## src/hw/acq_config.svh

```systemverilog
`ifndef ACQ_CONFIG_SVH
`define ACQ_CONFIG_SVH

// circular buffer address width, 256 words of two packed 12-bit samples
`define ACQ_CBUF_AW 8

// words kept ahead of the trigger point
`define ACQ_PRETRIG 6

// bursts of four words per waveform, one count per fill type
`define ACQ_BURSTS_T1 2
`define ACQ_BURSTS_T2 4
`define ACQ_BURSTS_T3 8

// trigger address fifo holds 4 entries
`define ACQ_TFIFO_AW 2

// flops in each enable/trigger synchronizer
`define ACQ_SYNC_STAGES 4

`endif

```

## src/hw/trig_addr_fifo.sv

```systemverilog
`timescale 1ns/1ps

`include "acq_config.svh"

module trig_addr_fifo (
    input  logic                    clk,
    input  logic                    adc_acq_full_reset,
    input  logic                    push,
    input  logic [`ACQ_CBUF_AW-1:0] wr_addr,
    input  logic                    pop,
    output logic [`ACQ_CBUF_AW-1:0] head,
    output logic                    empty
);
    localparam int aw    = `ACQ_TFIFO_AW;
    localparam int depth = 1 << aw;

    logic [`ACQ_CBUF_AW-1:0] mem [depth];
    // pointers carry one extra wrap bit
    logic [aw:0]             wr_ptr;
    logic [aw:0]             rd_ptr;
    logic                    full;

    assign empty = (wr_ptr == rd_ptr);
    assign full  = (wr_ptr[aw] != rd_ptr[aw]) && (wr_ptr[aw-1:0] == rd_ptr[aw-1:0]);
    // fall-through, oldest entry always on the output
    assign head  = mem[rd_ptr[aw-1:0]];

    always_ff @(posedge clk) begin
        if (push && !full)
            mem[wr_ptr[aw-1:0]] <= wr_addr;
    end

    always_ff @(posedge clk) begin
        if (adc_acq_full_reset) begin
            wr_ptr <= '0;
            rd_ptr <= '0;
        end else begin
            // a trigger arriving while full is lost
            if (push && !full)
                wr_ptr <= wr_ptr + 1'b1;
            if (pop && !empty)
                rd_ptr <= rd_ptr + 1'b1;
        end
    end

endmodule

```

## config.mk

```make
export PLATFORM = sky130hd
export DESIGN_NAME = trig_addr_fifo
export DESIGN_NICKNAME = d
export VERILOG_FILES = /design/src/hw/trig_addr_fifo.sv
export VERILOG_INCLUDE_DIRS = /design/src /design/src/hw
export SDC_FILE = /design/constraint.sdc
export NUM_CORES = 1
export LEC_CHECK = 0
export ABC_CLOCK_PERIOD_IN_PS = 1800
export BUFFER_PORTS_ARGS = -buffer_cell sky130_fd_sc_hd__clkbuf_2
export CAP_MARGIN = 30
export CORE_ASPECT_RATIO = 1.5
export CORE_UTILIZATION = 52
export DETAILED_ROUTE_END_ITERATION = 8
export MAX_ROUTING_LAYER = met4
export PLACE_DENSITY_LB_ADDON = 0.12
export SYNTH_ARGS = -nofsm -noshare
export SYNTH_HDL_FRONTEND = slang
export SYNTH_SLANG_ARGS = --single-unit
```

## constraint.sdc

```tcl
create_clock -name clk -period 1.8 [get_ports clk]
set_input_delay 0.18 -clock clk [delete_from_list [all_inputs] [get_ports clk]]
set_output_delay 0.18 -clock clk [all_outputs]
set_load 0.05 [all_outputs]
```

# After elaboration in Yosys (flattened, before gate mapping)
# Memories as Yosys holds them, arrays and structs flattened. A register that Yosys moved wholly into a read port is not among the register bits.
# Index checks and enable logic that the tools add are counted.
# W data, S select, Z words.
[totals]
elab_cells = 17
n_memories = 1
regBits = 6
inputBits = 12
ram_bits = 32
[classes]
reduce_logical = 5
addsub = 2
n_mux = 4
eq_ne = 3
[memory_table]
columns = ["memory", "words", "width", "rd", "rd_clocked_by_memory_dff", "wr", "line_no", "rtl"]
rows = [
  ["mem", 4, 8, 1, 1, 1, "trig_addr_fifo.sv:17", "logic [`ACQ_CBUF_AW-1:0] mem [depth];"],
]
[ops]
columns = ["cell", "n"]
rows = [
  ["$add A3 B1 Y3 const B", 2],
  ["$mux W2", 2],
  ["$eq A3 B3 Y1", 1],
  ["$logic_and A1 B1 Y1", 3],
  ["$eq A2 B2 Y1", 1],
  ["$logic_not A1 Y1", 2],
  ["$mux W1", 2],
  ["$ne A1 B1 Y1", 1],
]

# Logic depth before layout (Yosys ltp)
[depth]
word_depth = 6
ltp_mapped = 5
ltp_nobuf = 4

# Worst setup path after synthesis
# OpenSTA, ideal clock, no wires.
[synth_timing]
kind = "register -> output"
startpoint = "register wr_ptr[1]"
endpoint = "output port empty"
setup_slack_ns = -0.099
t_arrival_ns = 1.719
stages_incl_launch_ff = 4
path_cell_list = "dfxtp_1 > buf_6 > xor2_1 > nor3_1"
[synth_between]
elab_chain_len = 1
[synth_lines]
columns = ["element", "line_no", "rtl"]
rows = [
  ["from (decl)", "trig_addr_fifo.sv:19", "logic [aw:0] wr_ptr;"],
  ["from (signal assigned)", "trig_addr_fifo.sv:40", "wr_ptr <= wr_ptr + 1'b1;"],
  ["$eq A3 B3 Y1", "trig_addr_fifo.sv:23", "assign empty = (wr_ptr == rd_ptr);"],
  ["to (decl)", "trig_addr_fifo.sv:12", "output logic empty"],
]
# Every way passes these cells.

==> flow_metrics.tcl <==
set metrics [dict create \
    outcome "complete, no violations" \
    fp.dieW_um 49.1 \
    critical_path_required_ns 1.62 \
    pwr-share-clk_pct 19.5 \
    tns_ns 0 \
    diodes 0 \
    power.density_nw_per_um2 1620 \
    hold_path_class "in -> reg" \
    cp-start-kind "flip-flop" \
    cp-end-kind "primary output" \
    antenna_found_initial 0 \
    p_switching_mw 1.28 \
    clock-sinks 40 \
    io_buffer_count 20 \
    grt_pass1_vias 1024 \
    area_growth_syn_to_layout_pct 17.3 \
    clock_latency_ns 0.29 \
    yosys.area.top_type_share_pct 55.5 \
    drtIter0Drc 33 \
    routed_via_density 5.56 \
    reg2reg_setup_slack_ns 0.18 \
    dp_hpwl_mm 2.17 \
    arrival_ns 1.55 \
    ys_top_cells_by_area "edfxtp_1 (55%), mux4_2 (10%), dfxtp_1 (9.2%)" \
    relSlewSlack_pct 69.2 \
    finalNonFillerCells 182 \
    finClkSkew_ns 0.00383 \
    overflow 0 \
    period_needed_ns 1.73 \
    seqPwrFrac_pct 39.0 \
    final_nets 158 \
    rsz0062_at_grt "no" \
    slew_violations 0 \
    ios 21 \
    synth_top_family_by_area "multiplexers" \
    drcViolationCount 0 \
    grt_usage_pct 18.6 \
    ant_nets 0 \
    comb_power_share_pct 41.5 \
    crit_fanout 8 \
    core.rowCount 25 \
    syn_inst 112 \
    postCtsSetupBuffers 0 \
    die_area_um2 3570 \
    holdPathEnd "mem[3][7]" \
    synth_seq_cells 40 \
    p_sw_share_pct 38.8 \
    coreArea_um2 3160 \
    synth-simple-area-share_pct 9.83 \
    clkTransAtPathRegs_ns 0.07 \
    ir_drop_uv 978 \
    yosys_warnings 0 \
    cts_made_buffers 5 \
    r2r-start "rd_ptr[0]" \
    syn_area_um2 1730 \
    cap_violations 0 \
    synth-xor-area-share_pct 3.03 \
    synth.distinct_cells 26 \
    cts-htree-levels 2 \
    stdcell_area_um2 2030 \
    dpl_cell_area_um2 1910 \
    synthesis.nets 129 \
    r2r_end "mem[0][5]" \
    cellLeakagePower_nw 0.721 \
    cts_root_buf "clkbuf_8" \
    synthAdderAreaFrac_pct 3.61 \
    worstHoldStart "wr_addr[7]" \
    grt_max_degree 14 \
    cts_tree "yes" \
    synthMuxAreaShare_pct 10.4 \
    setup_violations 0 \
    multi_input_area_um2 583 \
    avgSynthCellArea_um2 15.5 \
    layout-drive-gt1-share_pct 32.4 \
    worst_pin_slew_ns 0.459 \
    initial_utilization_pct 54.8 \
    fmax_mhz 579 \
    wl_per_cell_um 15.3 \
    finalCritPeriodShare_pct 95.9 \
    synth-compound-area-share_pct 5.64 \
    place_congestion 0.763 \
    seq_area_um2 1120 \
    synth_area_leader_cell "edfxtp_1" \
    place_inst 174 \
    num-fill-cells 238 \
    wl_mm 2.79 \
    reg2regPathDepth 3 \
    internal_power_mw 2.02 \
    min_path_cells 1 \
    fp.dieH_um 72.7 \
    yosysSeqAreaShare_pct 64.7 \
    dr_total_vias 1012 \
    hold_viol_final 0 \
    grt_pass1_wl_mm 4.78 \
    worstSetupPathType "reg -> out" \
    firstDrtPassIters 4 \
    cts_max_path_buffers 2 \
]
## how the worst max path moves through the flow
stage	start	endpoint	depth (start not counted)
2_1_floorplan	wr_ptr[0]	empty	2
3_3_place_gp	wr_ptr[2]	mem[0][5]	3
3_5_place_dp	rd_ptr[2]	mem[0][7]	3
4_1_cts	rd_ptr[0]	empty	3
5_1_grt	flip-flop	head[1]	3
6_report	flip-flop	head[1]	3
## sequential cells by signal, indices dropped and copies added (netlist names), named ones only
register	flops
rd_ptr	3
mem	32
wr_ptr	3
## critical path: stages, from the launching register on
cell and delay [ns]:
dfxtp_1 0.31, buf_4 0.20, mux4_2 0.51, clkbuf_2 0.25
## stage by stage
step / worst slack [ns] / utilization (%) / hold slack (ns) / power (mW)
4_1_cts: 0.0246 / 63.8 / 0.100 / 3.31
3_3_place_gp: 0.282 / 60.5 / 0.400 / 2.65
3_5_place_dp: 0.190 / 60.5 / 0.400 / 2.67
5_1_grt: 0.000362 / 64.3 / 0.112 / 3.46
2_1_floorplan: 0.311 / - / 0.279 / 2.31
6_report: 0.0733 / 64.3 / 0.107 / 3.30
## layer usage
| layer | part of all wire, % | up-vias | global-route usage [%] |
|---|---|---|---|
| met5 | 0 | - | - |
| met3 | 3.1 | 4 | 3.96 |
| met2 | 56 | 19 | 33.2 |
| met1 | 39 | 490 | 19.2 |
| met4 | 1.6 | 0 | 8.82 |
| li1 | - | 499 | - |
## cell usage after synthesis (all sizes together)
cell type / instances
edfxtp: 32
dfxtp: 8
mux4: 8
nand3: 6
ha: 5
inv: 5
nand4: 5
nor3b: 5
o21ai: 5
and2: 4
buf: 4
nand2: 3
xnor2: 3
xor2: 3
a211o: 2
a21oi: 2
a31oi: 2
a41oi: 2
nor2b: 2
o211ai: 2
clkbuf: 1
nor3: 1
nor4bb: 1
or4: 1
## placed cells by master (no fill, tap or decap)
cell         n
nor3_2       1
a21oi_1      2
inv_1        5
a41oi_1      2
clkbuf_2    15
mux4_2       8
nand4_1      5
xor2_2       2
xnor2_1      3
buf_4        7
clkinvlp_4   1
ha_1         5
and2_1       4
o211ai_1     2
xor2_1       1
o21ai_0      5
clkbuf_8     5
clkbuf_16    1
edfxtp_1    32
or4_1        1
a211o_1      2
nor2b_1      2
nand2_1      3
nor3b_1      5
nor4bb_1     1
dfxtp_1      8
a31oi_1      2
nand3_1      6
buf_2        5
clkinv_2     1
## timing repair
item	in CTS	in global routing
hold buffers	0	0
resized for setup	0	7
setup endpoints to repair	0	6
## layout make-up
| cell class | count | area share [%] |
|---|---|---|
| Clock buffer | 6 | 4.62 |
| Sequential cell | 40 | 55.2 |
| Inverter | 5 | 0.924 |
| Clock inverter | 2 | 0.616 |
| Multi-Input combinational cell | 62 | 28.7 |
| Tap cell | 40 | 2.46 |
| Timing Repair Buffer | 27 | 7.51 |
## logic make-up after synthesis
logic type,after synthesis
multiplexers,8
adder cells (fa/ha/maj),5
flip-flops,40
AO/OA/AOI/OAI,15
XOR/XNOR,6
AND/OR/NAND/NOR,28
buffers and inverters,10
## power groups by stage
stage          Sequential (mW)  Clock, mW  Combinational [mW]
2_1_floorplan             1.28          0                1.03
3_3_place_gp              1.29          0                1.35
3_5_place_dp              1.30          0                1.36
4_1_cts                   1.28      0.661                1.37
5_1_grt                   1.31      0.682                1.48
6_report                  1.29      0.644                1.37
Power figures use the tool's default switching activity.
