<file path="config.mk">
export PLATFORM = sky130hd
export DESIGN_NAME = acq_frame_mux
export DESIGN_NICKNAME = d
export VERILOG_FILES = /design/src/hw/acq_ctrl_pkg.sv /design/src/hw/acq_frame_pkg.sv /design/src/hw/acq_frame_mux.sv
export VERILOG_INCLUDE_DIRS = /design/src /design/src/hw
export SDC_FILE = /design/constraint.sdc
export NUM_CORES = 1
export LEC_CHECK = 0
export BUFFER_PORTS_ARGS = -buffer_cell sky130_fd_sc_hd__buf_2
export CAP_MARGIN = 5
export CORE_MARGIN = 1
export CORE_UTILIZATION = 25
export CTS_BUF_LIST = sky130_fd_sc_hd__clkbuf_2 sky130_fd_sc_hd__clkbuf_4 sky130_fd_sc_hd__clkbuf_8
export DETAILED_ROUTE_END_ITERATION = 10
export PLACE_DENSITY_LB_ADDON = 0.15
export SYNTH_ARGS = -nofsm -noshare
export SYNTH_HDL_FRONTEND = slang
export SYNTH_SLANG_ARGS = --single-unit
</file>
<file path="constraint.sdc">
create_clock -name clk -period 10.5 [get_ports clk]
set_clock_uncertainty 0.2 [all_clocks]
set_input_delay 1.05 -clock clk [delete_from_list [all_inputs] [get_ports clk]]
set_output_delay 1.05 -clock clk [all_outputs]
set_load 0.01 [all_outputs]
</file>
<file path="src/hw/acq_config.svh">
`ifndef ACQ_CONFIG_SVH
`define ACQ_CONFIG_SVH

// circular buffer address width, 256 words of two packed 12-bit samples
`define ACQ_CBUF_AW 8

// words kept ahead of the trigger point
`define ACQ_PRETRIG 6

// bursts of four words per waveform, one count per fill type
`define ACQ_BURSTS_T1 2
`define ACQ_BURSTS_T2 4
`define ACQ_BURSTS_T3 8

// trigger address fifo holds 4 entries
`define ACQ_TFIFO_AW 2

// flops in each enable/trigger synchronizer
`define ACQ_SYNC_STAGES 4

`endif

</file>
<file path="src/hw/acq_ctrl_pkg.sv">
package acq_ctrl_pkg;

    // fill type is {enable1, enable0}
    // off means not armed
    typedef enum logic [1:0] {
        off = 2'd0,
        t1  = 2'd1,
        t2  = 2'd2,
        t3  = 2'd3
    } fill_type_t;

    // bit positions in the one-hot state vector
    typedef enum logic [4:0] {
        idle,
        watch_for_trig,
        fill_init1,
        fill_init2,
        waveform_init1,
        waveform_init2,
        waveform_init3,
        run1,
        run2,
        run3,
        run4,
        waveform_tst1,
        waveform_tst2,
        checksum1,
        checksum2,
        ddr3_wait,
        done
    } seq_state_t;

endpackage

</file>
<file path="src/hw/acq_frame_pkg.sv">
package acq_frame_pkg;

    // tag sent alongside each 128-bit frame word
    typedef enum logic [1:0] {
        fill_hdr = 2'd0,
        wfm_hdr  = 2'd1,
        data     = 2'd2,
        checksum = 2'd3
    } frame_kind_t;

    // running sum over all data lanes of a waveform, wraps at 2^32
    typedef logic [31:0] checksum_t;

endpackage

</file>
<file path="src/hw/acq_frame_mux.sv">
`timescale 1ns/1ps

`include "acq_config.svh"

module acq_frame_mux (
    input  logic                      clk,
    input  logic                      adc_acq_full_reset,
    input  acq_ctrl_pkg::fill_type_t  fill_type,
    input  logic [`ACQ_CBUF_AW-1:0]   trig_addr,
    input  logic [7:0]                burst_count,
    input  logic [127:0]              burst_data,
    input  logic                      fill_hdr_sel,
    input  logic                      wfm_hdr_sel,
    input  logic                      dat_sel,
    input  logic                      checksum_sel,
    input  logic                      checksum_update,
    input  logic                      out_valid,
    input  logic                      fill_cntr_en,
    output logic [127:0]              frame_word,
    output acq_frame_pkg::frame_kind_t frame_kind,
    output logic                      frame_valid
);
    logic [31:0]               fill_cnt;
    logic [`ACQ_CBUF_AW-1:0]   trig_hold;
    acq_frame_pkg::checksum_t  csum;
    acq_frame_pkg::checksum_t  burst_sum;

    assign burst_sum = burst_data[31:0] + burst_data[63:32] +
                       burst_data[95:64] + burst_data[127:96];

    always_ff @(posedge clk) begin
        if (adc_acq_full_reset) begin
            fill_cnt    <= '0;
            csum        <= '0;
            frame_valid <= 1'b0;
        end else begin
            // word was built on the select strobe, goes out one cycle later
            frame_valid <= out_valid;
            if (fill_cntr_en)
                fill_cnt <= fill_cnt + 32'd1;
            // sum restarts with every fill header
            if (fill_hdr_sel)
                csum <= '0;
            else if (checksum_update)
                csum <= csum + burst_sum;
        end
    end

    always_ff @(posedge clk) begin
        if (fill_hdr_sel) begin
            // fifo head gets popped before the waveform header, keep a copy
            trig_hold  <= trig_addr;
            frame_word <= {64'd0, 30'd0, fill_type, fill_cnt};
            frame_kind <= acq_frame_pkg::fill_hdr;
        end else if (wfm_hdr_sel) begin
            frame_word <= {64'd0, 24'd0, burst_count,
                           {(32-`ACQ_CBUF_AW){1'b0}}, trig_hold};
            frame_kind <= acq_frame_pkg::wfm_hdr;
        end else if (dat_sel) begin
            frame_word <= burst_data;
            frame_kind <= acq_frame_pkg::data;
        end else if (checksum_sel) begin
            frame_word <= {96'd0, csum};
            frame_kind <= acq_frame_pkg::checksum;
        end
    end

endmodule

</file>
## After elaboration in Yosys (flattened, before gate mapping)

Cells that the tools add are included.

- Word-level logic and storage cells: 26
- Output and inout port bits: 131
- Bits of input ports: 155
- Flip-flop bits (word level): 203

- $add $sub $neg: 5
- Reduce and logical (&&, ||, !) cells: 5
- Muxes and demuxes: 7

Operators by type and width:

| kind | number |
|---|---|
| 2-to-1 mux 128 bit | 2 |
| adder 32 bit | 4 |
| 2-to-1 mux 40 bit | 1 |
| 2-to-1 mux 34 bit | 1 |
| adder 32 x 1 -> 32 bit (second input constant) | 1 |
| 2-to-1 mux 2 bit | 2 |
| nonzero test 4 bit | 1 |
| OR reduction 2 bit | 2 |
| nonzero test 3 bit | 1 |
| nonzero test 2 bit | 1 |
| 2-to-1 mux 1 bit | 1 |

## Depth between registers and ports, before layout

- Depth in word-level cells: 4
- Gate-level depth with buffers: 17
- Depth with buffers taken out: 17

## Worst setup path after synthesis

Ideal clock, no wire load.

- Path kind: input to register
- Start point: in burst_data[1]
- End point: reg csum[25]
- Data required time: 10.205 ns
- Arrival time: 4.647 ns
- Stages on the path: 17
- Path buffers: 0
- Slack: 5.557 ns
- Setup time: 0.095 ns
- Cell sequence: inv_1 fa_1 fa_1 fa_1 inv_1 ha_1 inv_1 fa_1 nor2b_4 o31a_4 o311ai_4 o21ai_2 a21oi_2 nor3b_4 a21boi_1 or4_1 o311ai_1

- Longest elaborated chain between the ends: 4

RTL lines:

| what | RTL line | source |
|---|---|---|
| from (decl) | acq_frame_mux.sv:11 | `input logic [127:0] burst_data,` |
| adder 32 bit (2 in a row) | acq_frame_mux.sv:28 | `assign burst_sum = burst_data[31:0] + burst_data[63:32] +` |
| adder 32 bit | acq_frame_mux.sv:29 | `burst_data[95:64] + burst_data[127:96];` |
| adder 32 bit | acq_frame_mux.sv:45 | `csum <= csum + burst_sum;` |
| to (signal assigned) | acq_frame_mux.sv:45 |  |
| to (decl) | acq_frame_mux.sv:25 | `acq_frame_pkg::checksum_t csum;` |

Every way passes these cells.
A chain may end at the register's enable or synchronous reset.

## Worst setup path after layout

- Start point: in burst_data[2]
- End point: reg csum[30]

The elaborated chain is that of the path after synthesis.

==> impl_metrics.json <==
{
  "path_buf_inv": 5,
  "end_kind": "flip-flop",
  "synth_compound_area_share_pct": 15.0,
  "clock_sinks": 203,
  "fmax_ghz": 0.205,
  "synth-edff-count": 42,
  "synth_common_cells": "inv_1, dfxtp_1, fa_1",
  "violations": "design-rule violations",
  "ys_top_cells_by_area": "dfxtp_1, fa_1, edfxtp_1",
  "maxSlewHeadroom_pct": 27.0,
  "leakage_nw": 7.45,
  "hp-start": "frame_word[38]",
  "start_util_pct": 25.4,
  "overflow": 0,
  "synth_top_family_by_area": "adder cells",
  "ctsResizeCount": 0,
  "cts_hold_buf": 0,
  "grt.total_usage_pct": 14.9,
  "clk_latency_ns": 0.61,
  "root_buffer": "clkbuf_8",
  "mappedNetlistNets": 1536,
  "chipWidth_um": 220,
  "ys_warn_count": 0,
  "yosys.area_share.simple_pct": 9.94,
  "timing.final.hold_violations": 0,
  "avgSynthCellArea_um2": 9.46,
  "synthArstFlopShare_pct": 0,
  "final_util_pct": 31.8,
  "worst_setup_path_start_kind": "input port",
  "synth-main-ff-cell": "dfxtp_1",
  "cp_max_fo": 3,
  "grt_pass1_wl_mm": 54.9,
  "final_cells": 2189,
  "synthAdderAreaFrac_pct": 19.0,
  "crit_chain": "buf_2, inv_1, fa_1, inv_1, fa_1, inv_1, fa_1, inv_1, ha_1, a21oi_1, nand4b_1, a21oi_1, o21ai_1, a21oi_1, o31a_1, o41ai_2, o32ai_1, a41o_1",
  "cpPeakStageDelay_ns": 0.56,
  "htreeDepth": 2,
  "hp-class": "flip-flop to flip-flop",
  "grt_pass1_vias": 9638,
  "pwr_density_cell_nw_per_um2": 211,
  "syn_area_um2": 11900,
  "worst_slew_pin_slew_ns": 1.10,
  "netlist.area_leader.share_pct": 27.1,
  "final_layout_size_suffix_gt1_share_pct": 24.6,
  "status": "complete, but fails checks",
  "critPathMostFrequentCell": "inv_1",
  "cts_tree": "yes",
  "viasPerCell": 4.37,
  "synth-seq-cells": 203,
  "period_needed_ns": 4.89,
  "synth_cell_types": 67,
  "fin_nets": 1826,
  "grt_max_degree": 89,
  "synth_xor_area_share_pct": 3.83,
  "dieArea_um2": 48400,
  "wire_per_inst_um": 16.4,
  "final_antenna_net_count": 0,
  "rsz0062_at_grt": "no",
  "fin_crit_sh_pct": 46.5,
  "setup_viol": 0,
  "tns_ns": 0,
  "cp.arrival_ns": 5.19,
  "boundaryPins": 286,
  "fillers": 5099,
  "antenna_found_initial": 3,
  "rows": 79,
  "rr_startpoint": "csum[1]",
  "core_area_um2": 46800,
  "startpoint": "burst_data[2]",
  "die_y_um": 220,
  "dp_cells": 2107,
  "syn_inst": 1256,
  "cp.required_ns": 10.80,
  "synth_area_leader_cell": "dfxtp_1",
  "maxCapViolations": 0,
  "dp_hpwl_mm": 26.4,
  "drt_iter0_drc": 407,
  "synth_most_common_cell": "inv_1",
  "ir_worst_vdd_mv": 0.0862,
  "area_growth_pct": 25.2,
  "place.gp.congestion": 0.810,
  "setup_ws_ns": 5.61,
  "vias": 9574,
  "post-cts-setup-buffer-count": 0,
  "routed_wl_mm": 35.9,
  "synth_mux_area_share_pct": 4.13,
  "critPathKind": "input port to flip-flop",
  "crit_family": "adder cells",
  "first_pass_iters": 8,
  "drc": 12,
  "clk_pin_slew_ns": 0.06,
  "clk_path_buf_depth": 3,
  "cts_buffers": 44,
  "slew_viol_final": 0,
  "placement.io_buffers": 285,
  "crit_slowest_cell": "fa_1",
  "post-place-ws_ns": 4.95,
  "seq_area_frac_synth_pct": 37.7
}
-- cells by family after synthesis --
kind of cell | Yosys count
AOI/OAI and AO/OA | 249
adders and majority gates | 125
DFF | 203
xor gates and xnor gates | 52
muxes | 49
and+or+nand+nor | 252
buffers and inverters | 326
-- tightest hold or removal path: stages (launching register included) --
cell and delay (ns):
dfxtp_1 0.33, nand2_1 0.05, o21ai_0 0.05
-- cell type report --
| class | instances | area [um^2] | share of cell area, % |
|---|---|---|---|
| clock inverters | 15 | 105 | 0.706 |
| repair buffers | 294 | 1490 | 10.0 |
| multi-input cells | 727 | 6180 | 41.5 |
| flip-flops and latches | 203 | 4480 | 30.1 |
| inverters | 276 | 1040 | 6.96 |
| well taps | 607 | 759 | 5.10 |
| clock buffers | 66 | 821 | 5.52 |
| diodes | 1 | 2.50 | 0.0168 |
-- power breakdown --
part | leakage, nW | internal (mW) | switching, mW | total [mW]
sequential | 1.79 | 0.858 | 0.0411 | 0.899
clock | 0.497 | 0.526 | 0.398 | 0.925
combinational | 5.16 | 0.550 | 0.765 | 1.31
total | 7.45 | 1.93 | 1.20 | 3.14
-- stage by stage --
stage / hold WS (ns) / area (um^2) / power [mW]
6_report: 0.258 / 14900 / 3.14
3_5_place_dp: 0.245 / 14000 / 2.23
4_1_cts: 0.262 / 14900 / 3.21
3_3_place_gp: 0.236 / 14000 / 2.23
5_1_grt: 0.286 / 14900 / 3.42
2_1_floorplan: 0.253 / 11900 / 1.89
-- metal layers --
| metal | share of wire [%] | routed length, um | track usage [%] | vias up |
|---|---|---|---|---|
| met4 | 2.1 | 755 | 4.62 | 0 |
| li1 | - | - | - | 4679 |
| met3 | 5.9 | 2120 | 3.75 | 48 |
| met5 | 0 | 0 | 0 | - |
| met2 | 42 | 15300 | 22.0 | 236 |
| met1 | 49 | 17800 | 21.2 | 4611 |
-- cell usage in the layout (no fill, tap or decap), types with 3 or more instances in the layout --
cell type / synthesis / routed
xnor2_1: 18 / 18
mux2i_1: 49 / 49
and3_1: 12 / 12
a21oi_1: 50 / 50
ha_1: 33 / 33
a21o_1: 9 / 9
nor3_1: 21 / 20
fa_1: 92 / 92
clkinv_1: 1 / 6
a211oi_1: 6 / 6
clkbuf_4: 0 / 14
clkinv_2: 0 / 6
buf_4: 0 / 9
o31ai_1: 4 / 4
inv_1: 275 / 274
buf_2: 10 / 285
nand4_1: 9 / 9
nand3_1: 17 / 17
or3_1: 5 / 5
o21ai_0: 56 / 56
o21a_1: 4 / 4
and2_1: 3 / 3
nor2b_1: 7 / 7
edfxtp_1: 42 / 42
xor2_1: 34 / 34
nor2_1: 84 / 83
o21bai_1: 3 / 3
a22o_1: 88 / 88
clkbuf_8: 0 / 52
dfxtp_1: 161 / 161
nand2_1: 78 / 78
inv_6: 0 / 3
-- flip-flops by register name, summed over array words and instances (netlist names) --
signal       cells
frame_word     128
fill_cnt        32
frame_kind       2
frame_valid      1
trig_hold        8
csum            32
-- final timing paths --
kind,depth (start not counted),endpoint,slack (ns)
setup / recovery,18,csum[30],5.61
hold / removal,2,frame_word[38],0.26
setup reg to reg,15,csum[25],6.82
hold reg to reg,2,frame_word[38],0.26
Note: power is estimated with default switching activity, not from simulation.
