**src/hw/acq_config.svh**
```systemverilog
`ifndef ACQ_CONFIG_SVH
`define ACQ_CONFIG_SVH

// circular buffer address width, 256 words of two packed 12-bit samples
`define ACQ_CBUF_AW 8

// words kept ahead of the trigger point
`define ACQ_PRETRIG 6

// bursts of four words per waveform, one count per fill type
`define ACQ_BURSTS_T1 2
`define ACQ_BURSTS_T2 4
`define ACQ_BURSTS_T3 8

// trigger address fifo holds 4 entries
`define ACQ_TFIFO_AW 2

// flops in each enable/trigger synchronizer
`define ACQ_SYNC_STAGES 4

`endif

```
**src/hw/acq_ctrl_pkg.sv**
```systemverilog
package acq_ctrl_pkg;

    // fill type is {enable1, enable0}
    // off means not armed
    typedef enum logic [1:0] {
        off = 2'd0,
        t1  = 2'd1,
        t2  = 2'd2,
        t3  = 2'd3
    } fill_type_t;

    // bit positions in the one-hot state vector
    typedef enum logic [4:0] {
        idle,
        watch_for_trig,
        fill_init1,
        fill_init2,
        waveform_init1,
        waveform_init2,
        waveform_init3,
        run1,
        run2,
        run3,
        run4,
        waveform_tst1,
        waveform_tst2,
        checksum1,
        checksum2,
        ddr3_wait,
        done
    } seq_state_t;

endpackage

```
**src/hw/acq_sequencer.sv**
```systemverilog
`timescale 1ns/1ps

`include "acq_config.svh"

module acq_sequencer (
    input  logic                     clk,
    input  logic                     adc_acq_full_reset,
    input  logic                     acq_enable0,
    input  logic                     acq_enable1,
    input  logic                     acq_trig,
    input  logic                     ddr3_wr_done,
    input  logic                     trig_fifo_empty,
    output acq_ctrl_pkg::fill_type_t fill_type,
    output logic                     trig_pulse,
    output logic                     trig_addr_rd_en,
    output logic                     init_circ_buf_rd_addr,
    output logic                     inc_circ_buf_rd_addr,
    output logic                     latch_circ_buf_dat,
    output logic                     fill_hdr_sel,
    output logic                     wfm_hdr_sel,
    output logic                     dat_sel,
    output logic                     checksum_sel,
    output logic                     checksum_update,
    output logic                     out_valid,
    output logic                     fill_cntr_en,
    output logic [7:0]               burst_count,
    output logic                     acq_enabled,
    output logic                     acq_done,
    output logic                     sm_idle
);
    localparam int sync_len = `ACQ_SYNC_STAGES;

    // synchronizer chains with the msb as the last stage
    logic [sync_len-1:0]         en0_sync;
    logic [sync_len-1:0]         en1_sync;
    logic [sync_len-1:0]         trig_sync;
    logic                        trig_sync_d;
    logic [1:0]                  wr_done_sync;
    logic                        mode_enabled;
    logic [7:0]                  burst_cntr;
    logic                        run_next;
    logic [acq_ctrl_pkg::done:0] cs;
    logic [acq_ctrl_pkg::done:0] ns;

    always_ff @(posedge clk) begin
        if (adc_acq_full_reset) begin
            en0_sync     <= '0;
            en1_sync     <= '0;
            trig_sync    <= '0;
            trig_sync_d  <= 1'b0;
            wr_done_sync <= '0;
            mode_enabled <= 1'b0;
            fill_type    <= acq_ctrl_pkg::off;
            trig_pulse   <= 1'b0;
        end else begin
            en0_sync     <= {en0_sync[sync_len-2:0], acq_enable0};
            en1_sync     <= {en1_sync[sync_len-2:0], acq_enable1};
            trig_sync    <= {trig_sync[sync_len-2:0], acq_trig};
            trig_sync_d  <= trig_sync[sync_len-1];
            wr_done_sync <= {wr_done_sync[0], ddr3_wr_done};
            // armed whenever either enable is set
            mode_enabled <= en0_sync[sync_len-1] | en1_sync[sync_len-1];
            fill_type    <= acq_ctrl_pkg::fill_type_t'({en1_sync[sync_len-1],
                                                        en0_sync[sync_len-1]});
            // rising edge at the last stage passes only while armed
            trig_pulse   <= trig_sync[sync_len-1] & ~trig_sync_d & mode_enabled;
        end
    end

    // bursts per waveform for the current fill type
    always_ff @(posedge clk) begin
        if (adc_acq_full_reset) begin
            burst_count <= '0;
        end else begin
            case (fill_type)
                acq_ctrl_pkg::t1: burst_count <= 8'(`ACQ_BURSTS_T1);
                acq_ctrl_pkg::t2: burst_count <= 8'(`ACQ_BURSTS_T2);
                acq_ctrl_pkg::t3: burst_count <= 8'(`ACQ_BURSTS_T3);
                default:          burst_count <= '0;
            endcase
        end
    end

    // loaded once per waveform and counted down once per burst
    always_ff @(posedge clk) begin
        if (adc_acq_full_reset) begin
            burst_cntr <= '0;
        end else if (cs[acq_ctrl_pkg::waveform_init2]) begin
            burst_cntr <= burst_count;
        end else if (cs[acq_ctrl_pkg::run1]) begin
            burst_cntr <= burst_cntr - 8'd1;
        end
    end

    always_ff @(posedge clk) begin
        if (adc_acq_full_reset) begin
            cs                    <= '0;
            cs[acq_ctrl_pkg::idle] <= 1'b1;
        end else begin
            cs <= ns;
        end
    end

    always_comb begin
        ns = '0;
        case (1'b1)
            cs[acq_ctrl_pkg::idle]: begin
                if (mode_enabled)
                    ns[acq_ctrl_pkg::watch_for_trig] = 1'b1;
                else
                    ns[acq_ctrl_pkg::idle] = 1'b1;
            end
            // wait for a captured start address or drop out if disarmed
            cs[acq_ctrl_pkg::watch_for_trig]: begin
                if (!trig_fifo_empty)
                    ns[acq_ctrl_pkg::fill_init1] = 1'b1;
                else if (!mode_enabled)
                    ns[acq_ctrl_pkg::idle] = 1'b1;
                else
                    ns[acq_ctrl_pkg::watch_for_trig] = 1'b1;
            end
            cs[acq_ctrl_pkg::fill_init1]:     ns[acq_ctrl_pkg::fill_init2] = 1'b1;
            cs[acq_ctrl_pkg::fill_init2]:     ns[acq_ctrl_pkg::waveform_init1] = 1'b1;
            cs[acq_ctrl_pkg::waveform_init1]: ns[acq_ctrl_pkg::waveform_init2] = 1'b1;
            cs[acq_ctrl_pkg::waveform_init2]: ns[acq_ctrl_pkg::waveform_init3] = 1'b1;
            cs[acq_ctrl_pkg::waveform_init3]: ns[acq_ctrl_pkg::run1] = 1'b1;
            cs[acq_ctrl_pkg::run1]:           ns[acq_ctrl_pkg::run2] = 1'b1;
            cs[acq_ctrl_pkg::run2]:           ns[acq_ctrl_pkg::run3] = 1'b1;
            cs[acq_ctrl_pkg::run3]:           ns[acq_ctrl_pkg::run4] = 1'b1;
            // counter already hit zero in run1 of the last burst
            cs[acq_ctrl_pkg::run4]: begin
                if (burst_cntr == 8'd0)
                    ns[acq_ctrl_pkg::waveform_tst1] = 1'b1;
                else
                    ns[acq_ctrl_pkg::run1] = 1'b1;
            end
            cs[acq_ctrl_pkg::waveform_tst1]:  ns[acq_ctrl_pkg::waveform_tst2] = 1'b1;
            cs[acq_ctrl_pkg::waveform_tst2]:  ns[acq_ctrl_pkg::checksum1] = 1'b1;
            cs[acq_ctrl_pkg::checksum1]:      ns[acq_ctrl_pkg::checksum2] = 1'b1;
            cs[acq_ctrl_pkg::checksum2]:      ns[acq_ctrl_pkg::ddr3_wait] = 1'b1;
            cs[acq_ctrl_pkg::ddr3_wait]: begin
                if (wr_done_sync[1])
                    ns[acq_ctrl_pkg::done] = 1'b1;
                else
                    ns[acq_ctrl_pkg::ddr3_wait] = 1'b1;
            end
            // hold until the trigger level drops so it cannot retrigger
            cs[acq_ctrl_pkg::done]: begin
                if (mode_enabled && trig_sync[sync_len-1])
                    ns[acq_ctrl_pkg::done] = 1'b1;
                else
                    ns[acq_ctrl_pkg::idle] = 1'b1;
            end
            default: ns[acq_ctrl_pkg::idle] = 1'b1;
        endcase
    end

    assign run_next = ns[acq_ctrl_pkg::run1] | ns[acq_ctrl_pkg::run2] |
                      ns[acq_ctrl_pkg::run3] | ns[acq_ctrl_pkg::run4];

    // strobes are high for the cycle spent in the state they belong to
    always_ff @(posedge clk) begin
        if (adc_acq_full_reset) begin
            sm_idle               <= 1'b0;
            acq_enabled           <= 1'b0;
            fill_hdr_sel          <= 1'b0;
            trig_addr_rd_en       <= 1'b0;
            init_circ_buf_rd_addr <= 1'b0;
            wfm_hdr_sel           <= 1'b0;
            inc_circ_buf_rd_addr  <= 1'b0;
            latch_circ_buf_dat    <= 1'b0;
            dat_sel               <= 1'b0;
            checksum_update       <= 1'b0;
            out_valid             <= 1'b0;
            checksum_sel          <= 1'b0;
            fill_cntr_en          <= 1'b0;
            acq_done              <= 1'b0;
        end else begin
            sm_idle               <= ns[acq_ctrl_pkg::idle];
            acq_enabled           <= ~(ns[acq_ctrl_pkg::idle] |
                                       ns[acq_ctrl_pkg::watch_for_trig]);
            fill_hdr_sel          <= ns[acq_ctrl_pkg::fill_init1];
            // pop and read address load share the cycle while head is still valid
            trig_addr_rd_en       <= ns[acq_ctrl_pkg::waveform_init1];
            init_circ_buf_rd_addr <= ns[acq_ctrl_pkg::waveform_init1];
            wfm_hdr_sel           <= ns[acq_ctrl_pkg::waveform_init2];
            inc_circ_buf_rd_addr  <= ns[acq_ctrl_pkg::waveform_init3] | run_next;
            latch_circ_buf_dat    <= run_next;
            // full burst sits in the latch the cycle after run4
            dat_sel               <= cs[acq_ctrl_pkg::run4];
            checksum_update       <= cs[acq_ctrl_pkg::run4];
            out_valid             <= ns[acq_ctrl_pkg::fill_init2] |
                                     ns[acq_ctrl_pkg::waveform_init3] |
                                     dat_sel |
                                     ns[acq_ctrl_pkg::checksum2];
            checksum_sel          <= ns[acq_ctrl_pkg::checksum1];
            fill_cntr_en          <= ns[acq_ctrl_pkg::checksum2];
            // single pulse on entry to done
            acq_done              <= ns[acq_ctrl_pkg::done] & ~cs[acq_ctrl_pkg::done];
        end
    end

endmodule

```
**config.mk**
```make
export PLATFORM = sky130hd
export DESIGN_NAME = acq_sequencer
export DESIGN_NICKNAME = d
export VERILOG_FILES = /design/src/hw/acq_ctrl_pkg.sv /design/src/hw/acq_sequencer.sv
export VERILOG_INCLUDE_DIRS = /design/src /design/src/hw
export SDC_FILE = /design/constraint.sdc
export NUM_CORES = 1
export LEC_CHECK = 0
export BUFFER_PORTS_ARGS = -buffer_cell sky130_fd_sc_hd__buf_2
export CORE_MARGIN = 2
export CORE_UTILIZATION = 44
export CTS_BUF_LIST = sky130_fd_sc_hd__clkbuf_4 sky130_fd_sc_hd__clkbuf_8 sky130_fd_sc_hd__clkbuf_16
export CTS_CLUSTER_DIAMETER = 40
export CTS_CLUSTER_SIZE = 25
export DETAILED_ROUTE_END_ITERATION = 10
export PLACE_DENSITY_LB_ADDON = 0.3
export SLEW_MARGIN = 20
export SYNTH_ARGS = -nofsm -noshare
export SYNTH_HDL_FRONTEND = slang
export SYNTH_SLANG_ARGS = --single-unit
```
**constraint.sdc**
```tcl
create_clock -name clk -period 1.9 [get_ports clk]
set_input_delay 0.095 -clock clk [delete_from_list [all_inputs] [get_ports clk]]
set_output_delay 0.095 -clock clk [all_outputs]
set_load 0.1 [all_outputs]
```
=== Yosys cells after proc, flatten, opt, wreduce, memory -nomap -nowiden ===
Index checks and enable logic that the tools add are counted.

* Reduce and logical (&&, ||, !) cells: 6
* Equal/unequal tests: 3
* Bitwise logic cells: 16
* $add $sub $neg: 1
* Muxes and demuxes: 137

{| class="wikitable"
|+ Operators with widths
! kind !! number
|-
| $mux W1 || 133
|-
| $reduce_or A12 Y1 || 2
|-
| $mux W8 || 2
|-
| $reduce_or A15 Y1 || 1
|-
| $pmux W4 S3 || 1
|-
| $or A1 B1 Y1 || 9
|-
| $logic_not A8 Y1 || 1
|-
| $sub A8 B1 Y8 const B || 1
|-
| $eq A2 B2 Y1 const B || 2
|-
| $not A1 Y1 || 4
|-
| $and A1 B1 Y1 || 3
|-
| $eq A2 B1 Y1 const B || 1
|-
| $mux W2 || 1
|-
| $reduce_bool A2 Y1 || 1
|-
| $logic_and A1 B1 Y1 || 1
|}

* Flip-flop bits (word level): 64

=== Logic depth before layout (Yosys ltp) ===
Gate-level depths: netlist (run 1).

* Depth in word-level cells: 21
* Gate-level depth with buffers: 6

=== Worst setup path after synthesis (run 1) ===
Ideal clock, no wire load.

* Path type: register -> register
* From: register cs[2] (netlist name)
* To: register out_valid
* Path slack: -0.103 ns
* Data required time: 1.766 ns
* Arrival time: 1.869 ns
* Buffers on the path: 0
* Stages on the path, launching flop included: 4
* Cell sequence: dfxtp_1 > nor4_1 > and3_1 > or4_1

* Cells in the longest elaborated chain, start to end: 6
* Elaborated cells between the ends (all ways): 12

{| class="wikitable"
|+ RTL lines
! item !! RTL line !! text
|-
| start, declared || acq_sequencer.sv:42 || <nowiki>logic [acq_ctrl_pkg::done:0] cs;</nowiki>
|-
| start signal, assigned || acq_sequencer.sv:100 || <nowiki>cs <= ns;</nowiki>
|-
| $mux W1 (3 in a row) || acq_sequencer.sv:106 || <nowiki>case (1'b1)</nowiki>
|-
| $or A1 B1 Y1 || acq_sequencer.sv:192 || <nowiki>out_valid <= ns[acq_ctrl_pkg::fill_init2] |</nowiki>
|-
| $or A1 B1 Y1 || acq_sequencer.sv:193 || <nowiki>ns[acq_ctrl_pkg::waveform_init3] |</nowiki>
|-
| $or A1 B1 Y1 * || acq_sequencer.sv:194 || <nowiki>dat_sel |</nowiki>
|-
| end signal, assigned || acq_sequencer.sv:192 ||
|-
| end, declared || acq_sequencer.sv:24 || <nowiki>output logic out_valid,</nowiki>
|}

Mark *: on every way between the ends. The rest lies on a longest branch, timed or not.
A chain may end at the register's enable or synchronous reset.

=== Worst setup path after layout (run 1) ===
* From: register burst_cntr[0]
* To: register latch_circ_buf_dat

* Cells in the longest elaborated chain, start to end: 16

{| class="wikitable"
|+ RTL lines
! item !! RTL line !! text
|-
| start, declared || acq_sequencer.sv:40 || <nowiki>logic [7:0] burst_cntr;</nowiki>
|-
| start signal, assigned || acq_sequencer.sv:89 || <nowiki>burst_cntr <= burst_count;</nowiki>
|-
| start signal, assigned || acq_sequencer.sv:91 || <nowiki>burst_cntr <= burst_cntr - 8'd1;</nowiki>
|-
| $logic_not A8 Y1 || acq_sequencer.sv:132 || <nowiki>if (burst_cntr == 8'd0)</nowiki>
|-
| $mux W1 || acq_sequencer.sv:132 ||
|-
| $mux W1 (11 in a row) || acq_sequencer.sv:106 ||
|-
| $or A1 B1 Y1 (2 in a row) || acq_sequencer.sv:158 || <nowiki>assign run_next = ns[acq_ctrl_pkg::run1] | ns[acq_ctrl_pkg::run2] |</nowiki>
|-
| $or A1 B1 Y1 || acq_sequencer.sv:159 || <nowiki>ns[acq_ctrl_pkg::run3] | ns[acq_ctrl_pkg::run4];</nowiki>
|-
| end signal, assigned || acq_sequencer.sv:188 || <nowiki>latch_circ_buf_dat <= run_next;</nowiki>
|-
| end, declared || acq_sequencer.sv:18 || <nowiki>output logic latch_circ_buf_dat,</nowiki>
|}

Every way passes these cells.

==> run metrics, run 1 <==
dpl hpwl=2.16 mm; CP Launch Type=register; Max VDD drop=0.518 mV; measured slew at the worst slew-check pin=0.530 ns; Hold Crit Class=in -> reg; CTS tree=done; endpoint class of the critical path=register; YS warnings=0; post-synth top area share=0.559; Synth-to-Final Area Change=14.8%; CP max FO=3; setup_tns=0 ns; final slew viol count=0; Routed Antenna Nets=0; Initial Util=0.450; DRC=0; Top delay family on crit path=simple AND/OR/NAND/NOR gates; die height=70.3 um; # resized after CTS=0; worst-path cell chain=inv_1 > ha_1 > and4b_1 > or4_1 > o21ai_0; Levels on crit path=5; Hold Buf Count CTS=4; clock sinks=54; Die W=70.3 um; Reg-to-Reg End=latch_circ_buf_dat; Antenna Cells=0; synthesized area=1930 um2; RePlAce Congestion=0.787; worst skew pair latency=0.30 ns; final hold vios=0; sequential area share after synthesis=0.559; max-cap viol count=0; RSZ-0062 raised after global routing=false; drt wl/cell=12.0 um; CTS Root Cell=clkbuf_8; post-synthesis async set-or-reset flop share=0; DIE AREA=4940 um2; leading cell type in the layout, fill and taps excluded=dfxtp_1; CP Data Arrival Time=1.80 ns; PnR Total Power=1.91 mW; # IOs=32; DR iter-0 viols=77; Crit Path Class=reg -> reg; I/O Buffers=26; largest net degree at the start of global routing=25; RR Startpoint=burst_cntr[0]; Hold Crit Depth=2; Core Footprint=4290 um2; Yosys reg bits=54; Post CTS Setup Buffer Count=0; drt pass-1 iters=4; outcome=completed; layout cells sized above 1=0.241; Clock Tree Buf Depth=2; CTS Buf Count=5; Slew headroom=0.643; Post-Syn Instances=181; FP Rows=24; worst r2r path cells=5; clk_skew=0.00325 ns; Final Cycle Share=0.825; min-delay src=adc_acq_full_reset; clk slew on worst S/H paths=0.09 ns; Final setup viols=0; Post-synth EDFFs=0; WL final=3.16 mm; leading area contributor after synthesis=dfxtp_1; top_reg_cell synth=dfxtp_1; H-tree levels=2; Vias/cell=4.84; synth top area cells=dfxtp_1, nor2b_1, buf_4; vias in the first global route=1190; Slowest Stage Delay on Critical Path=0.54 ns; fin crit period=1.57 ns; PwrDens=858 nW/um2; Leak=0.919 nW; most frequent cells in the layout=dfxtp_1, buf_2, nor2b_1; Critical path buffers and inverters=1; first-pass GRT wire length=5.23 mm; Syn Area/Cell=10.7 um2; r2r setup slk=0.33 ns; sink of the worst hold path=burst_cntr[2]; total track usage=0.135; initial antenna violation count=0; fin nets=220; Max Clock Freq=0.638 GHz; Vias=1277; total grt overflow=0; CP required=2.13 ns; Critical-path top delay cell=or4_1; Synth cell types=44
## report_power, final
| group | switching [mW] | leakage (nW) | internal, mW |
|---|---|---|---|
| clock | 0.357 | 0.0472 | 0.293 |
| sequential | 0.00519 | 0.439 | 1.14 |
| combinational | 0.0807 | 0.432 | 0.0242 |
| total | 0.443 | 0.919 | 1.46 |
## how the worst max path moves through the flow
stage                   from                 end  slack (ns)
4_1_cts        burst_cntr[0]  latch_circ_buf_dat        0.33
6_report       burst_cntr[0]  latch_circ_buf_dat        0.33
3_3_place_gp           cs[5]             sm_idle        0.40
3_5_place_dp   burst_cntr[0]  latch_circ_buf_dat        0.36
2_1_floorplan         cs[13]         acq_enabled        0.08
5_1_grt                cs[0]              cs[10]        0.13
## metrics by stage
stage | util | setup WS, ns | std cells | hold WS [ns] | area [um2]
finish | 0.517 | 0.333 | 264 | 0.160 | 2220
global route | 0.517 | 0.128 | 264 | 0.159 | 2220
CTS | 0.515 | 0.327 | 263 | 0.00140 | 2210
detailed placement | 0.483 | 0.359 | 251 | 0.295 | 2070
global placement | 0.483 | 0.404 | 251 | 0.295 | 2070
floorplan | - | 0.0829 | 185 | 0.165 | 1950
## cell usage after synthesis (all sizes together), types with 3 or more instances
cell type  number
a21oi           6
nor4            7
dfxtp          54
nor3b           6
xor2            3
buf            11
or4             4
nor2           14
nand2           8
and3            3
inv             5
nor4b           4
nor3           11
xnor2           3
nor2b          19
## worst reg2reg max path, stage by stage, from the launching register on
cell and delay [ns]:
dfxtp_1 0.40, inv_1 0.08, ha_1 0.20, and4b_1 0.18, or4_1 0.54, o21ai_0 0.09
## metal layers
layer | part of all wire | vias up | GRT usage
li1 | - | 661 | -
met1 | 0.48 | 583 | 0.164
met2 | 0.45 | 28 | 0.205
met3 | 0.055 | 5 | 0.0606
met4 | 0.018 | 0 | 0.0598
met5 | 0 | - | 0
## cell families (layout without fill, tap and decap cells)
| logic type | Yosys count | after routing | share of synthesized area |
|---|---|---|---|
| fa+ha+maj | 2 | 2 | 0.0129 |
| mux | 1 | 1 | 0.00518 |
| flops | 54 | 54 | 0.559 |
| other cells | 1 | 5 | 0.00194 |
| buf+inv | 18 | 45 | 0.0511 |
| simple gates | 87 | 87 | 0.302 |
| compound gates | 12 | 12 | 0.0401 |
| xor+xnor | 6 | 6 | 0.0272 |
## state kept, by name (all words and copies together), names as in the netlist, 2 cells and up
signal        count
cs               17
burst_cntr        8
en0_sync          4
en1_sync          4
trig_sync         4
burst_count       3
fill_type         2
wr_done_sync      2
## layout make-up
class | instances | area, um2
Clock buffer | 6 | 82.6
Clock inverter | 2 | 12.5
Fill cell | 417 | 2070
Inverter | 5 | 18.8
Multi-Input combinational cell | 113 | 768
Sequential cell | 54 | 1080
Tap cell | 52 | 65.1
Timing Repair Buffer | 32 | 188
Note: power is estimated with default switching activity, not from simulation.
==> run 2, diff against run 1 <==
--- a/config.mk
+++ b/config.mk
@@ -6,6 +6,7 @@
 export SDC_FILE = /design/constraint.sdc
 export NUM_CORES = 1
 export LEC_CHECK = 0
+export ABC_AREA = 1
 export BUFFER_PORTS_ARGS = -buffer_cell sky130_fd_sc_hd__buf_2
 export CORE_MARGIN = 2
 export CORE_UTILIZATION = 44
==> constraint.sdc (replaced) <==
create_clock -name clk -period 1.3 [get_ports clk]
set_input_delay 0.065 -clock clk [delete_from_list [all_inputs] [get_ports clk]]
set_output_delay 0.065 -clock clk [all_outputs]
set_load 0.1 [all_outputs]
==> run 2 against run 1 <==
  * Critical path type is now reg -> out
  * Critical path depth shrank 4
  * Clock power grew 45%
  * Non-clock buffer count grew 2
  * First-iteration DRC count grew 30%
  * Synthesized cell count grew 43%
  * Die area grew 8.5%
  * Clock-buffer cell count is the same
  * Sequential power grew 46%
  * Power grew 47%
  * Final area grew 9.1%
==> run metrics, run 2 <==
setup_tns=0 ns (unchanged); total grt overflow=0 (unchanged); final hold vios=0 (unchanged); Routed Antenna Nets=0 (unchanged); Hold Slack=0.0643 ns (was 0.160 ns); clock sinks=54 (unchanged); Crit Path Class=reg -> out (was reg -> reg); Top Layer Used=met4 (unchanged); layout cells sized above 1=0.263 (was 0.241); outcome=completed (unchanged); Post-Syn Instances=258 (was 181); Max VDD drop=0.806 mV (was 0.518 mV); leading area contributor after synthesis=dfxtp_1 (unchanged); PwrDens=1150 nW/um2 (was 858 nW/um2); # IOs=32 (unchanged); DIE AREA=5360 um2 (was 4940 um2); synthesized area=2110 um2 (was 1930 um2); FP Rows=25 (was 24); Regs by FF count=cs (17), burst_cntr (8) (unchanged); worst-path cell chain=buf_2 (was inv_1 > ha_1 > and4b_1 > or4_1 > o21ai_0); drt pass-1 iters=4 (unchanged); Synth cell types=29 (was 44); DRC=0 (unchanged); CTS tree=done (unchanged); Antenna Cells=0 (unchanged); die height=73.2 um (was 70.3 um); Top delay family on crit path=buffers and inverters (was simple AND/OR/NAND/NOR gates); clk_skew=0.00172 ns (was 0.00325 ns); endpoint class of the critical path=output pin (was register); met3 routed WL=174 um (was 175 um); largest net degree at the start of global routing=22 (was 25); Leak=1.13 nW (was 0.919 nW); total track usage=0.157 (was 0.135); I/O Buffers=26 (unchanged); fin crit period=1.21 ns; WL final=3.78 mm (was 3.16 mm); dpl hpwl=2.80 mm (was 2.16 mm); PnR Total Power=2.79 mW (was 1.91 mW); fin util=0.520 (was 0.517); RePlAce Congestion=0.826 (was 0.787); top_reg_cell synth=dfxtp_1 (unchanged); CP Data Arrival Time=1.15 ns (was 1.80 ns); final slew viol count=0 (unchanged); Reg with most FFs=cs (unchanged); first-pass GRT wire length=6.43 mm (was 5.23 mm); YS warnings=0 (unchanged); Final Cycle Share=0.934; Die W=73.2 um (was 70.3 um); fin nets=301 (was 220); Vias=1614 (was 1277); CTS Root Cell=clkbuf_8 (unchanged); sequential area share after synthesis=0.513 (was 0.559); max-cap viol count=0 (unchanged); drt wl/cell=10.9 um (was 12.0 um); Post-synth EDFFs=0 (unchanged); CP max FO=4 (was 3); Clock Tree Buf Depth=2 (unchanged); Yosys reg bits=54 (unchanged); CP required=1.24 ns (was 2.13 ns); RSZ-0062 raised after global routing=false (unchanged); H-tree levels=2 (unchanged); post-synth top area share=0.513 (was 0.559); CP Launch Type=register (unchanged); CTS Buf Count=5 (unchanged); Max Clock Freq=0.823 GHz; Met2 Wirelength=1.90 mm (was 1.42 mm); max FFs per register=17 (unchanged); top-count cell post-synth=dfxtp_1 (unchanged); final instance area=2420 um2 (was 2220 um2); worst skew pair latency=0.31 ns (was 0.30 ns); Critical path buffers and inverters=1 (unchanged); post-synthesis async set-or-reset flop share=0 (unchanged); Critical-path top delay cell=buf_2 (was or4_1); initial antenna violation count=0 (unchanged); Core Footprint=4660 um2 (was 4290 um2); Vias/cell=4.65 (was 4.84); Slowest Stage Delay on Critical Path=0.45 ns (was 0.54 ns); DR iter-0 viols=100 (was 77); Final setup viols=0 (unchanged); commonest cells in the synthesized netlist=dfxtp_1, inv_1, nor2_1 (was dfxtp_1, nor2b_1, nor2_1); Synth-to-Final Area Change=14.9% (was 14.8%); Syn Area/Cell=8.17 um2 (was 10.7 um2); Initial Util=0.452 (was 0.450); Hold Crit Class=in -> reg (unchanged); vias in the first global route=1530 (was 1190); Post-DP Area=2270 um2 (was 2070 um2); leading cell type in the layout, fill and taps excluded=inv_1 (was dfxtp_1); clk slew on worst S/H paths=0.09 ns (about the same); met1 wire length=1.64 mm (was 1.51 mm); synth top area cells=dfxtp_1, inv_1, nor2_1 (was dfxtp_1, nor2b_1, buf_4); most frequent cells in the layout=inv_1, nor2_1, dfxtp_1 (was dfxtp_1, buf_2, nor2b_1)
-- run 2: cell count changes after synthesis, moves of 6 or more --
cell	delta
nor2b_1	-19
nand2_2	+6
inv_1	+43
nor2_1	+32
nand2_1	+15
nand3_1	+13
-- run 2: final timing paths --
check                           cells past startpoint                from  slack, ns                   end
worst max-delay path                                1               cs[2]       0.09          fill_hdr_sel
worst min register to register                      1         trig_sync_d       0.41            trig_pulse
worst min-delay path                                3  adc_acq_full_reset       0.06                 cs[0]
worst max register to register                      7               cs[7]       0.16  inc_circ_buf_rd_addr
-- run 2: layout make-up --
type / count / area (um2)
multi-input combinational: 144 / 764
tap: 54 / 67.6
sequential: 54 / 1100
inverter: 53 / 199
timing repair buffer: 34 / 203
clock buffer: 6 / 76.3
fill: 450 / 2240
clock inverter: 2 / 15.0
-- run 2: report_power, final --
part	switching [mW]	internal (mW)	leakage, nW
logic	0.138	0.0375	0.648
clock network	0.539	0.401	0.0408
registers	0.00667	1.67	0.443
total	0.683	2.11	1.13
-- run 2: per-stage QoR --
stage	worst slack, ns	std cells
6_report	0.0853	347
5_1_grt	0.00558	347
4_1_cts	0.0222	346
3_5_place_dp	0.0383	333
3_3_place_gp	0.0829	333
2_1_floorplan	0.0124	262
-- run 2: routing by layer --
layer,track usage,up-vias
met4,0.0597,0
li1,-,835
met2,0.267,27
met1,0.178,743
met5,0,-
met3,0.0566,9
-- run 2: cells by family (layout without fill, tap and decap cells) --
logic type | Yosys count | in the layout | synth area share
simple gates | 121 | 121 | 0.294
buf+inv | 64 | 95 | 0.132
flops | 54 | 54 | 0.513
compound gates | 12 | 12 | 0.0315
xor+xnor | 4 | 4 | 0.0166
fa+ha+maj | 2 | 2 | 0.0119
other cells | 1 | 5 | 0.00178
-- run 2: repair_timing --
action	CTS	global route
endpoints found under the hold margin	5	0
setup endpoints to repair	0	5
buffers inserted	0	1
resized for setup	0	3
hold buffers	5	0
==> run 3, diff against run 2 <==
--- a/config.mk
+++ b/config.mk
@@ -6,7 +6,7 @@
 export SDC_FILE = /design/constraint.sdc
 export NUM_CORES = 1
 export LEC_CHECK = 0
-export ABC_AREA = 1
+export ABC_AREA = 0
 export BUFFER_PORTS_ARGS = -buffer_cell sky130_fd_sc_hd__buf_2
 export CORE_MARGIN = 2
 export CORE_UTILIZATION = 44
@@ -15,6 +15,7 @@
 export CTS_CLUSTER_SIZE = 25
 export DETAILED_ROUTE_END_ITERATION = 10
 export PLACE_DENSITY_LB_ADDON = 0.3
+export SETUP_SLACK_MARGIN = 0.1
 export SLEW_MARGIN = 20
 export SYNTH_ARGS = -nofsm -noshare
 export SYNTH_HDL_FRONTEND = slang
==> run 3 against run 2 <==
  * The run now ends with setup timing left
  * Highest routed layer unchanged
  * Die area fell by 7.9%
  * Critical path type is now reg -> reg
  * Power up 12%
  * Cell count shrank 14%
  * Sequential power is essentially flat
==> run metrics, run 3 (synthesis gave the netlist of run 1 again) <==
outcome=finished, violations left (was completed); failing checks=setup timing; PwrDens=1130 nW/um2 (was 1150 nW/um2); clk slew on worst S/H paths=0.10 ns (was 0.09 ns); Critical-path top delay cell=or4_4 (was buf_2); Final setup viols=14 (was 0); Final Cycle Share=1.12 (was 0.934); # IOs=32 (unchanged); CP max FO=4 (unchanged); final instance area=2760 um2 (was 2420 um2); most used routing layer=met2 (unchanged); DIE AREA=4940 um2 (was 5360 um2); vias in the first global route=1430 (was 1530); Regs by FF count=cs (17), burst_cntr (8) (unchanged); I/O Buffers=26 (unchanged); WL final=4.18 mm (was 3.78 mm); drt pass-1 iters=4 (unchanged); CTS tree=done (unchanged); Antenna Cells=0 (unchanged); Routed Antenna Nets=0 (unchanged); RePlAce Congestion=0.824 (was 0.826); Reg with most FFs=cs (unchanged); initial antenna violation count=0 (unchanged); fill count=345 (was 450); Int Power=2.44 mW (was 2.11 mW); setup ws final=-0.161 ns (was 0.0853 ns); total track usage=0.172 (was 0.157); CTS Buf Count=5 (unchanged); endpoint class of the critical path=register (was output pin); clock sinks=54 (unchanged); fin nets=254 (was 301); layout cells sized above 1=0.520 (was 0.263); Flop pwr share=0.535 (was 0.600); Vias=1469 (was 1614); met1 GRT Util=0.203 (was 0.178); clock share of power=0.411 (was 0.337); final hold vios=0 (unchanged); leading cell type in the layout, fill and taps excluded=buf_4 (was inv_1); fin crit period=1.46 ns (was 1.21 ns); DR iter-0 viols=51 (was 100); worst skew pair latency=0.31 ns (about the same); Initial Util=0.450 (was 0.452); met2 Track Usage GR=0.288 (was 0.267); final slew viol count=0 (unchanged); most frequent cells in the layout=buf_4, dfxtp_1, nor2b_1 (was inv_1, nor2_1, dfxtp_1); Crit Path Class=reg -> reg (was reg -> out); max-cap viol count=0 (unchanged); worst-path cell chain=or4_4 > nor2_4 > nand2_4 > nor3_4 (was buf_2); CTS Root Cell=clkbuf_8 (unchanged); FP Rows=24 (was 25); switching part of the total power=0.216 (was 0.245); Clock Tree Buf Depth=2 (unchanged); Post-DP Area=2330 um2 (was 2270 um2); Max VDD drop=0.683 mV (was 0.806 mV); largest net degree at the start of global routing=28 (was 22); max FFs per register=17 (unchanged); drt wl/cell=14.0 um (was 10.9 um); Hold Crit Class=in -> reg (unchanged); CP Launch Type=register (unchanged); CP Data Arrival Time=1.69 ns (was 1.15 ns); CP required=1.53 ns (was 1.24 ns); first-pass GRT wire length=6.59 mm (was 6.43 mm); DRC=0 (unchanged); Slowest Stage Delay on Critical Path=0.57 ns (was 0.45 ns); switching power=0.672 mW (was 0.683 mW); Synth-to-Final Area Change=42.8% (was 14.9%); dpl hpwl=2.60 mm (was 2.80 mm); total grt overflow=0 (unchanged); H-tree levels=2 (unchanged); Comb pwr share=0.054 (was 0.063); Max Clock Freq=0.684 GHz (was 0.823 GHz); Leak=1.14 nW (was 1.13 nW); setup_tns=-1.17 ns (was 0 ns); Core Footprint=4290 um2 (was 4660 um2); RSZ-0062 raised after global routing=true (was false); clk_skew=0.0119 ns (was 0.00172 ns); Vias/cell=4.93 (was 4.65); met3 Use GR=0.0505 (was 0.0566); die height=70.3 um (was 73.2 um); Die W=70.3 um (was 73.2 um)
## run 3: per-layer routing
layer	wire length (um)	vias to the layer above
li1	-	734
met4	95	0
met3	173	11
met5	0	-
met2	2160	33
met1	1760	691
## run 3: cell type report
class | instances | area (um2) | share of cell area
well taps | 52 | 65.1 | 0.0236
clock buffers | 7 | 108 | 0.0390
inverters | 5 | 18.8 | 0.00680
clock inverters | 1 | 30.0 | 0.0109
repair buffers | 66 | 478 | 0.173
flip-flops and latches | 54 | 1120 | 0.407
multi-input cells | 113 | 938 | 0.340
## run 3: metrics by stage
stage                     utilization  power [mW]  setup slack [ns]  hold slack, ns  instances
after detailed placement        0.543        1.86            -0.134           0.275        279
final                           0.643        3.12            -0.161           0.144        298
after CTS                       0.619        3.12            -0.130           0.141        295
after global placement          0.543        1.86            -0.111           0.266        279
after global routing            0.643        3.23            -0.197           0.157        298
after floorplan                     -        1.84            -0.166           0.133        185
## run 3: path summary, 6_finish.rpt
| kind | startpoint | to | slack, ns | depth (start not counted) |
|---|---|---|---|---|
| setup / recovery | cs[3] | cs[15] | -0.16 | 4 |
| hold reg to reg | trig_sync_d | trig_pulse | 0.39 | 1 |
| setup reg to reg | cs[3] | cs[15] | -0.16 | 4 |
| hold / removal | adc_acq_full_reset | cs[4] | 0.14 | 3 |
## run 3: what timing repair did
| item | 4_1_cts | 5_1_grt |
|---|---|---|
| hold buffers | 5 | 0 |
| pin swaps | 19 | 10 |
| endpoints found under the hold margin | 6 | 0 |
| setup endpoints to repair | 27 | 27 |
| gates resized for setup | 32 | 20 |
| setup buffers | 3 | 3 |
## run 3: critical path: cells and delay by family (launching register included)
family           cells  cell delay (ns)
and+or+nand+nor      4             1.01
DFF                  1             0.37
## run 3: power by group through the flow
stage	Combinational (mW)	Clock (mW)	Sequential [mW]
after global routing	0.174	1.39	1.67
final	0.167	1.28	1.67
after detailed placement	0.149	0	1.71
after floorplan	0.111	0	1.73
after global placement	0.148	0	1.71
after CTS	0.164	1.29	1.67
